===== src/sine_quarter.svh =====
localparam logic signed [dds_pkg::SAMPLE_W-1:0] SINE_QUARTER [0:15] = '{
	// 2047*sin((k+0.5)*pi/32), first quarter only
	12'sd100,
	12'sd300,
	12'sd497,
	12'sd690,
	12'sd875,
	12'sd1052,
	12'sd1219,
	12'sd1375,
	12'sd1517,
	12'sd1644,
	12'sd1756,
	12'sd1850,
	12'sd1927,
	12'sd1986,
	12'sd2025,
	12'sd2045
};

===== src/dds_pkg.sv =====
`default_nettype none

package dds_pkg;

	////////////////////////////////////////////////////////////
	// widths
	////////////////////////////////////////////////////////////
	localparam int SAMPLE_W = 12;  // signed samples
	localparam int PHASE_W  = 32;
	localparam int LFSR_W   = 5;
	localparam int SEL_W    = 2;
	localparam int NUM_KEYS = 8;

	// ps/2 set-2 make codes, index 0 is key 1
	localparam logic [7:0] KEY_MAKE_CODES [0:NUM_KEYS-1] = '{
		8'h16, 8'h1E, 8'h26, 8'h25, 8'h2E, 8'h36, 8'h3D, 8'h3E
	};
	localparam logic [7:0] BREAK_FLAG = 8'h80;  // make code | this = break

	// slow tick, scaled down so the lfsr moves in simulation
	localparam int LFSR_TICK_CYCLES = 40;
	localparam int TICK_W = $clog2(LFSR_TICK_CYCLES);
	localparam logic [TICK_W-1:0] TICK_MAX = TICK_W'(LFSR_TICK_CYCLES - 1);
	localparam logic [LFSR_W-1:0] LFSR_SEED = 5'b00001;

	localparam logic [PHASE_W-1:0] BASE_PHASE_INC = 32'h0100_0000;  // 256 clocks per period

	localparam logic signed [SAMPLE_W-1:0] SAMPLE_MAX = 12'sd2047;
	localparam logic signed [SAMPLE_W-1:0] SAMPLE_MIN = 12'sh800;  // -2048

	// selector encodings
	localparam logic [SEL_W-1:0] SIG_SINE   = 2'd0;
	localparam logic [SEL_W-1:0] SIG_COS    = 2'd1;
	localparam logic [SEL_W-1:0] SIG_SAW    = 2'd2;
	localparam logic [SEL_W-1:0] SIG_SQUARE = 2'd3;

	localparam logic [SEL_W-1:0] MOD_ASK  = 2'd0;
	localparam logic [SEL_W-1:0] MOD_FSK  = 2'd1;
	localparam logic [SEL_W-1:0] MOD_BPSK = 2'd2;
	localparam logic [SEL_W-1:0] MOD_LFSR = 2'd3;

	// one phase word, two ways of slicing its top bits
	typedef union packed {
		struct packed {
			logic [5:0]  wave_index;  // 64 steps per period
			logic [25:0] frac;
		} idx;
		struct packed {
			logic [1:0]  quadrant;
			logic [3:0]  offset;      // position inside the quadrant
			logic [25:0] frac;
		} quad;
	} phase_word_u;

endpackage

`default_nettype wire


===== src/carrier_if.sv =====
`timescale 1ns/1ps
`default_nettype none

interface carrier_if;

	logic signed [dds_pkg::SAMPLE_W-1:0] sine;
	logic signed [dds_pkg::SAMPLE_W-1:0] cosine;
	logic signed [dds_pkg::SAMPLE_W-1:0] saw;
	logic signed [dds_pkg::SAMPLE_W-1:0] square;

	modport source (output sine, cosine, saw, square);
	modport sink (input sine, cosine, saw, square);

endinterface

`default_nettype wire


===== src/mode_if.sv =====
`timescale 1ns/1ps
`default_nettype none

interface mode_if;

	logic [dds_pkg::SEL_W-1:0]   signal_sel;
	logic [dds_pkg::SEL_W-1:0]   mod_sel;
	logic [dds_pkg::PHASE_W-1:0] phase_inc;
	logic                        lfsr_tick;
	logic [dds_pkg::LFSR_W-1:0]  lfsr_value;  // bit 0 is the data bit

	modport control (
		output signal_sel, mod_sel, phase_inc, lfsr_tick,
		input  lfsr_value
	);
	modport lfsr_src (input lfsr_tick, output lfsr_value);
	modport dds (input phase_inc);
	modport modulator (input signal_sel, mod_sel, lfsr_value);

endinterface

`default_nettype wire


===== src/dds_modulation_lab.sv =====
`timescale 1ns/1ps
`default_nettype none

module dds_modulation_lab (
	input  logic                                CLK_25MHZ,
	input  logic                                reset_from_key,
	input  logic                                key_event_ready,
	input  logic [7:0]                          key_event_type,
	input  logic [dds_pkg::PHASE_W-1:0]         dds_increment,
	output logic [dds_pkg::NUM_KEYS-1:0]        held_keys,
	output logic [dds_pkg::LFSR_W-1:0]          lfsr_value,
	output logic signed [dds_pkg::SAMPLE_W-1:0] selected_signal,
	output logic signed [dds_pkg::SAMPLE_W-1:0] selected_modulation
);

	mode_if    mode ();
	carrier_if carriers ();

	////////////////////////////////////////////////////////////
	// controls and data source
	////////////////////////////////////////////////////////////
	key_mode_control key_ctrl (
		.CLK_25MHZ       (CLK_25MHZ),
		.reset_from_key  (reset_from_key),
		.key_event_ready (key_event_ready),
		.key_event_type  (key_event_type),
		.dds_increment   (dds_increment),
		.held_keys       (held_keys),
		.mode            (mode.control)
	);

	lfsr_source lfsr_src (
		.CLK_25MHZ      (CLK_25MHZ),
		.reset_from_key (reset_from_key),
		.mode           (mode.lfsr_src)
	);

	assign lfsr_value = mode.lfsr_value;

	////////////////////////////////////////////////////////////
	// carrier generation and output select
	////////////////////////////////////////////////////////////
	dds_phase_gen phase_gen (
		.CLK_25MHZ      (CLK_25MHZ),
		.reset_from_key (reset_from_key),
		.mode           (mode.dds),
		.carriers       (carriers.source)
	);

	modulation_select mod_sel (
		.CLK_25MHZ           (CLK_25MHZ),
		.reset_from_key      (reset_from_key),
		.mode                (mode.modulator),
		.carriers            (carriers.sink),
		.selected_signal     (selected_signal),     // two clocks after phase
		.selected_modulation (selected_modulation)
	);

endmodule

`default_nettype wire


===== src/modulation_select.sv =====
`timescale 1ns/1ps
`default_nettype none

module modulation_select (
	input  logic                                CLK_25MHZ,
	input  logic                                reset_from_key,
	mode_if.modulator                           mode,
	carrier_if.sink                             carriers,
	output logic signed [dds_pkg::SAMPLE_W-1:0] selected_signal,
	output logic signed [dds_pkg::SAMPLE_W-1:0] selected_modulation
);

	logic                                lfsr_bit;
	logic signed [dds_pkg::SAMPLE_W-1:0] signal_next;
	logic signed [dds_pkg::SAMPLE_W-1:0] modulated;

	assign lfsr_bit = mode.lfsr_value[0];

	// displayed carrier
	always_comb
	begin
		signal_next = carriers.sine;
		case (mode.signal_sel)
			dds_pkg::SIG_SINE:   signal_next = carriers.sine;
			dds_pkg::SIG_COS:    signal_next = carriers.cosine;
			dds_pkg::SIG_SAW:    signal_next = carriers.saw;
			dds_pkg::SIG_SQUARE: signal_next = carriers.square;
		endcase
	end

	// modulated sample from the data bit
	always_comb
	begin
		modulated = carriers.sine;
		case (mode.mod_sel)
			dds_pkg::MOD_ASK:  modulated = lfsr_bit ? carriers.sine : '0;
			dds_pkg::MOD_FSK:  modulated = carriers.sine;  // freq already shifted upstream
			dds_pkg::MOD_BPSK: modulated = lfsr_bit ? carriers.sine : carriers.cosine;
			dds_pkg::MOD_LFSR: modulated = lfsr_bit ? dds_pkg::SAMPLE_MIN : '0;
		endcase
	end

	always_ff @(posedge CLK_25MHZ)
	begin
		if (reset_from_key)
		begin
			selected_signal     <= '0;
			selected_modulation <= '0;
		end
		else
		begin
			selected_signal     <= signal_next;
			selected_modulation <= modulated;
		end
	end

endmodule

`default_nettype wire


===== src/dds_phase_gen.sv =====
`timescale 1ns/1ps
`default_nettype none

module dds_phase_gen (
	input  logic      CLK_25MHZ,
	input  logic      reset_from_key,
	mode_if.dds       mode,
	carrier_if.source carriers
);

	`include "sine_quarter.svh"

	logic [dds_pkg::PHASE_W-1:0] phase_acc;
	dds_pkg::phase_word_u        phase_word;

	// quarter table folded out to a full period
	function automatic logic signed [dds_pkg::SAMPLE_W-1:0] sine_at(
		input logic [1:0] quadrant,
		input logic [3:0] offset
	);
		logic [3:0]                          addr;
		logic signed [dds_pkg::SAMPLE_W-1:0] mag;
		addr = quadrant[0] ? ~offset : offset;  // 15-offset on the falling side
		mag  = SINE_QUARTER[addr];
		return quadrant[1] ? -mag : mag;        // second half is negative
	endfunction

	////////////////////////////////////////////////////////////
	// phase accumulator
	////////////////////////////////////////////////////////////
	always_ff @(posedge CLK_25MHZ)
	begin
		if (reset_from_key)
			phase_acc <= '0;
		else
			phase_acc <= phase_acc + mode.phase_inc;  // wraps
	end

	assign phase_word = phase_acc;

	////////////////////////////////////////////////////////////
	// carriers, one register stage after the phase
	////////////////////////////////////////////////////////////
	always_ff @(posedge CLK_25MHZ)
	begin
		if (reset_from_key)
		begin
			carriers.sine   <= '0;
			carriers.cosine <= '0;
			carriers.saw    <= '0;
			carriers.square <= '0;
		end
		else
		begin
			carriers.sine   <= sine_at(phase_word.quad.quadrant, phase_word.quad.offset);
			// cos leads by one quadrant
			carriers.cosine <= sine_at(phase_word.quad.quadrant + 2'd1, phase_word.quad.offset);
			// index*64 - 2048, i.e. msb flipped
			carriers.saw    <= {~phase_word.idx.wave_index[5], phase_word.idx.wave_index[4:0], 6'd0};
			carriers.square <= phase_word.idx.wave_index[5]
				? -dds_pkg::SAMPLE_MAX
				: dds_pkg::SAMPLE_MAX;
		end
	end

endmodule

`default_nettype wire


===== src/lfsr_source.sv =====
`timescale 1ns/1ps
`default_nettype none

module lfsr_source (
	input  logic     CLK_25MHZ,
	input  logic     reset_from_key,
	mode_if.lfsr_src mode
);

	logic [dds_pkg::LFSR_W-1:0] lfsr_q;
	logic                       feedback;

	// taps 5 and 3, maximal length from a nonzero seed
	assign feedback = lfsr_q[4] ^ lfsr_q[2];

	always_ff @(posedge CLK_25MHZ)
	begin
		if (reset_from_key)
			lfsr_q <= dds_pkg::LFSR_SEED;
		else if (mode.lfsr_tick)
			lfsr_q <= {lfsr_q[3:0], feedback};  // shift left
	end

	assign mode.lfsr_value = lfsr_q;

endmodule

`default_nettype wire


===== src/key_mode_control.sv =====
`timescale 1ns/1ps
`default_nettype none

module key_mode_control (
	input  logic                         CLK_25MHZ,
	input  logic                         reset_from_key,
	input  logic                         key_event_ready,
	input  logic [7:0]                   key_event_type,
	input  logic [dds_pkg::PHASE_W-1:0]  dds_increment,
	output logic [dds_pkg::NUM_KEYS-1:0] held_keys,
	mode_if.control                      mode
);

	logic [dds_pkg::TICK_W-1:0] tick_cnt;
	logic                       lfsr_bit;

	////////////////////////////////////////////////////////////
	// key events
	////////////////////////////////////////////////////////////
	always_ff @(posedge CLK_25MHZ)
	begin
		if (reset_from_key)
		begin
			held_keys       <= '0;
			mode.signal_sel <= dds_pkg::SIG_SINE;
			mode.mod_sel    <= dds_pkg::MOD_ASK;
		end
		else if (key_event_ready)
		begin
			for (int k = 0; k < dds_pkg::NUM_KEYS; k++)
			begin
				if (key_event_type == dds_pkg::KEY_MAKE_CODES[k])
				begin
					held_keys[k] <= 1'b1;
					// low bits of k give key-1 for 1..4 and key-5 for 5..8
					if (k < dds_pkg::NUM_KEYS / 2)
						mode.signal_sel <= k[dds_pkg::SEL_W-1:0];
					else
						mode.mod_sel <= k[dds_pkg::SEL_W-1:0];
				end
				else if (key_event_type == (dds_pkg::KEY_MAKE_CODES[k] | dds_pkg::BREAK_FLAG))
				begin
					held_keys[k] <= 1'b0;  // break
				end
			end
		end
	end

	////////////////////////////////////////////////////////////
	// slow tick for the lfsr
	////////////////////////////////////////////////////////////
	always_ff @(posedge CLK_25MHZ)
	begin
		if (reset_from_key)
			tick_cnt <= '0;
		else if (mode.lfsr_tick)
			tick_cnt <= '0;
		else
			tick_cnt <= tick_cnt + 1'b1;
	end

	assign mode.lfsr_tick = (tick_cnt == dds_pkg::TICK_MAX);  // one cycle per period

	// fsk: data bit of one switches to the user increment
	assign lfsr_bit = mode.lfsr_value[0];
	assign mode.phase_inc = (mode.mod_sel == dds_pkg::MOD_FSK && lfsr_bit)
		? dds_increment
		: dds_pkg::BASE_PHASE_INC;

endmodule

`default_nettype wire


===== config.mk =====
export PLATFORM = sky130hd
export DESIGN_NAME = dds_modulation_lab
export DESIGN_NICKNAME = d
export VERILOG_FILES = /design/src/dds_pkg.sv /design/src/carrier_if.sv /design/src/mode_if.sv /design/src/dds_modulation_lab.sv /design/src/modulation_select.sv /design/src/dds_phase_gen.sv /design/src/lfsr_source.sv /design/src/key_mode_control.sv
export VERILOG_INCLUDE_DIRS = /design/src
export SDC_FILE = /design/constraint.sdc
export NUM_CORES = 1
export LEC_CHECK = 0
export BUFFER_PORTS_ARGS = -buffer_cell sky130_fd_sc_hd__buf_2
export CORE_MARGIN = 2
export CORE_UTILIZATION = 64
export CTS_CLUSTER_SIZE = 40
export DETAILED_ROUTE_END_ITERATION = 7
export PLACE_DENSITY = 0.95
export SLEW_MARGIN = 20
export SYNTH_ARGS = -nofsm -noshare
export SYNTH_HDL_FRONTEND = slang
export SYNTH_HIERARCHICAL = 1
export SYNTH_SLANG_ARGS = --single-unit

===== constraint.sdc =====
create_clock -name CLK_25MHZ -period 7.99 [get_ports CLK_25MHZ]
set_input_delay 0.799 -clock CLK_25MHZ [delete_from_list [all_inputs] [get_ports CLK_25MHZ]]
set_output_delay 0.799 -clock CLK_25MHZ [all_outputs]
set_load 0.02 [all_outputs]

==> impl_metrics.json <==
{
  "status": "finished clean",
  "startpoint_type": "register",
  "htree_levels": 3,
  "overflow": 0,
  "cts_root_buffer": "clkbuf_8",
  "maxSlewViolCount": 0,
  "synth-adder-area-share": 0.09149,
  "maxCapViolCount": 0,
  "n_antenna_cell": 0,
  "dieArea_mm2": 0.01188,
  "grtUsageTotal": 0.2626,
  "place_area_mm2": 0.007335,
  "design_area_mm2": 0.007516,
  "powerDensity_mw_per_mm2": 130.0,
  "fin_crit_sh": 0.4960,
  "setup_tns_ps": 0,
  "worstMarginPinSlew_ps": 874.1,
  "path_cells": "and3b_1, and2_1, ha_1, a211oi_1, o211ai_1, and3_1, o21ai_0, a32oi_1, a221oi_1, mux2_2",
  "nNetsFinal": 940,
  "synth_warnings": 6,
  "clk_latency_ps": 410,
  "cts_inserted_buffers": 9,
  "finalClockSkew_ps": 14.59,
  "cts_tree": "done",
  "ir_worst_vdd_uv": 162.2,
  "gp_congestion": 0.9501,
  "period_minus_slack_ps": 3963,
  "area_delta_synth_final_pct": 6.507,
  "ant_nets": 0,
  "portBuffers": 79,
  "grt_pass1_vias": 5425,
  "route.vias.total": 5908,
  "synthArstFlopShare": 0,
  "crit_buf_inv": 0,
  "grt_pass1_wl_um": 24750,
  "synth.distinct_cells": 70,
  "hold_path.class": "register to register",
  "syn_area_mm2": 0.007057,
  "synth_flop_cell": "dfxtp_1",
  "post_drt_wl_per_cell_um": 15.16,
  "synth_edf_count": 0,
  "synth_top_family_by_area": "simple AND/OR/NAND/NOR gates",
  "ys_seq_area_frac": 0.3149,
  "max_freq_mhz": 252.3,
  "hold_viol_final": 0,
  "start_util": 0.6538,
  "end_kind": "register",
  "required_ps": 8290,
  "fp.coreArea_mm2": 0.01079,
  "drc": 0,
  "arrival_ps": 4270,
  "cts_resized": 0,
  "synth.mux.area_fraction": 0.07784,
  "synth-xor-area-share": 0.07518,
  "synth_compound_area_frac": 0.1603,
  "slew_headroom": 0.4172,
  "num_rows": 38,
  "cts_num_sinks": 111,
  "crit_fanout": 32,
  "synth-seq-cells": 111,
  "die_y_um": 109.0,
  "leakage_nw": 3.285,
  "hold_buffers": 0,
  "antenna_found_initial": 0,
  "syn_inst": 809,
  "cts.reportedPaths.clkPinSlew_ps": 110,
  "final_layout_size_suffix_gt1_frac": 0.1622,
  "avgSynthCellArea_um2": 8.723,
  "drt-vias-per-instance": 5.962,
  "grt_max_degree": 92,
  "fillers": 804,
  "path_class": "register to register",
  "critical-path-top-delay-family": "compound AO/OA/AOI/OAI gates",
  "dp_hpwl_um": 10950,
  "setup_violations": 0,
  "wl_um": 15030,
  "io_pins": 80,
  "drt_iter0_drc": 478,
  "post_cts.repair.setup_buffers": 0,
  "clockBufferDepth": 2,
  "cp_slowest_stage_delay_ps": 770,
  "slowest_stage": "and3b_1",
  "drt_first_pass_iters": 5,
  "die_w_um": 109.0,
  "synth-simple-area-share": 0.2268,
  "rsz0062_at_grt": "no"
}
-- kinds of logic after synthesis --
logic type      Yosys count
flops                   111
compound gates          180
fa+ha+maj                51
mux                      34
simple gates            305
other cells               1
buf+inv                  72
xor+xnor                 55
-- placed cells by master, fill, tap and decap left out, types with 8 or more instances in the layout --
cell type and count:
a21o_1 20, a21oi_1 58, and2_1 32, buf_2 78
clkbuf_8 9, dfxtp_1 111, ha_1 50, inv_1 10
mux2i_1 11, mux4_2 16, nand2_1 52, nand2b_1 8
nand3_1 18, nand3b_1 12, nand4_1 9, nor2_1 87
nor2b_1 43, nor3_1 20, o21ai_0 38, xnor2_1 29
xor2_1 21
-- cells in the mapped netlist, types with 16 or more instances --
| cell | instances | area [um2] |
|---|---|---|
| dfxtp_1 | 111 | 2222 |
| nor2_1 | 87 | 326.6 |
| a21oi_1 | 58 | 290.3 |
| nand2_1 | 52 | 195.2 |
| ha_1 | 50 | 625.6 |
| nor2b_1 | 43 | 269.0 |
| o21ai_0 | 38 | 190.2 |
| and2_1 | 32 | 200.2 |
| xnor2_1 | 29 | 254.0 |
| clkbuf_1 | 26 | 97.59 |
| xor2_1 | 21 | 183.9 |
| a21o_1 | 20 | 150.1 |
| nor3_1 | 20 | 100.1 |
| buf_4 | 18 | 135.1 |
| nand3_1 | 18 | 90.09 |
| mux4_2 | 16 | 360.4 |
-- sequential cells by signal (all words and copies together) (netlist names) --
signal                       cells
mod_sel/selected_modulation     12
mod_sel/selected_signal         12
phase_gen/carriers.sine         12
key_ctrl/mode.signal_sel         2
lfsr_src/mode.lfsr_value         5
phase_gen/carriers.cosine       12
key_ctrl/held_keys               8
phase_gen/carriers.square        3
key_ctrl/tick_cnt                6
phase_gen/phase_acc             32
key_ctrl/mode.mod_sel            2
phase_gen/carriers.saw           5
-- worst reg2reg max path, stage by stage (launching register included) --
cell and delay (ps):
dfxtp_1 640, and3b_1 770, and2_1 300, ha_1 270, a211oi_1 280, o211ai_1 160, and3_1 210, o21ai_0 270
a32oi_1 250, a221oi_1 340, mux2_2 370
-- path summary, 6_finish.rpt --
check	depth (start not counted)	slack, ps	end	start
worst min register to register	1	470	key_ctrl/tick_cnt[0]	key_ctrl/tick_cnt[0]
worst min-delay path	1	470	key_ctrl/tick_cnt[0]	key_ctrl/tick_cnt[0]
worst max register to register	10	4030	phase_gen/phase_acc[27]	key_ctrl/mode.mod_sel[0]
worst max-delay path	10	4030	phase_gen/phase_acc[27]	key_ctrl/mode.mod_sel[0]
-- layer usage --
metal  GRT usage  vias up  share of wire
met5           0        -              0
met4      0.1044        0          0.014
met3     0.05021       15          0.066
met2      0.4246      229           0.47
met1      0.3460     2754           0.45
li1            -     2910              -
-- stage by stage --
stage | power (mW) | utilization | setup slack [ps] | hold WS, ps | cells
final | 0.9771 | 0.6964 | 4027 | 473.5 | 991
after global routing | 1.016 | 0.6964 | 3662 | 489.1 | 991
after CTS | 0.9808 | 0.6964 | 4120 | 476.9 | 991
after detailed placement | 0.6653 | 0.6796 | 4161 | 461.7 | 975
after global placement | 0.6618 | 0.6796 | 4187 | 425.9 | 975
after floorplan | 0.6410 | - | 4809 | 413.2 | 814
-- power breakdown --
part | total [mW] | switching (mW) | internal, mW
Combinational | 0.0825 | 0.0494 | 0.0331
Sequential | 0.571 | 0.00679 | 0.565
Clock | 0.323 | 0.205 | 0.118
Total | 0.977 | 0.261 | 0.716
-- area by class of cell --
cell class / instances / area, um2 / share of cell area
clock buffers: 10 / 127.6 / 0.01698
inverters: 12 / 45.04 / 0.005993
well taps: 140 / 175.2 / 0.02331
flip-flops and latches: 111 / 2222 / 0.2957
clock inverters: 6 / 53.80 / 0.007158
repair buffers: 81 / 412.9 / 0.05494
multi-input cells: 631 / 4479 / 0.5960
(Power assumes the default switching activity.)
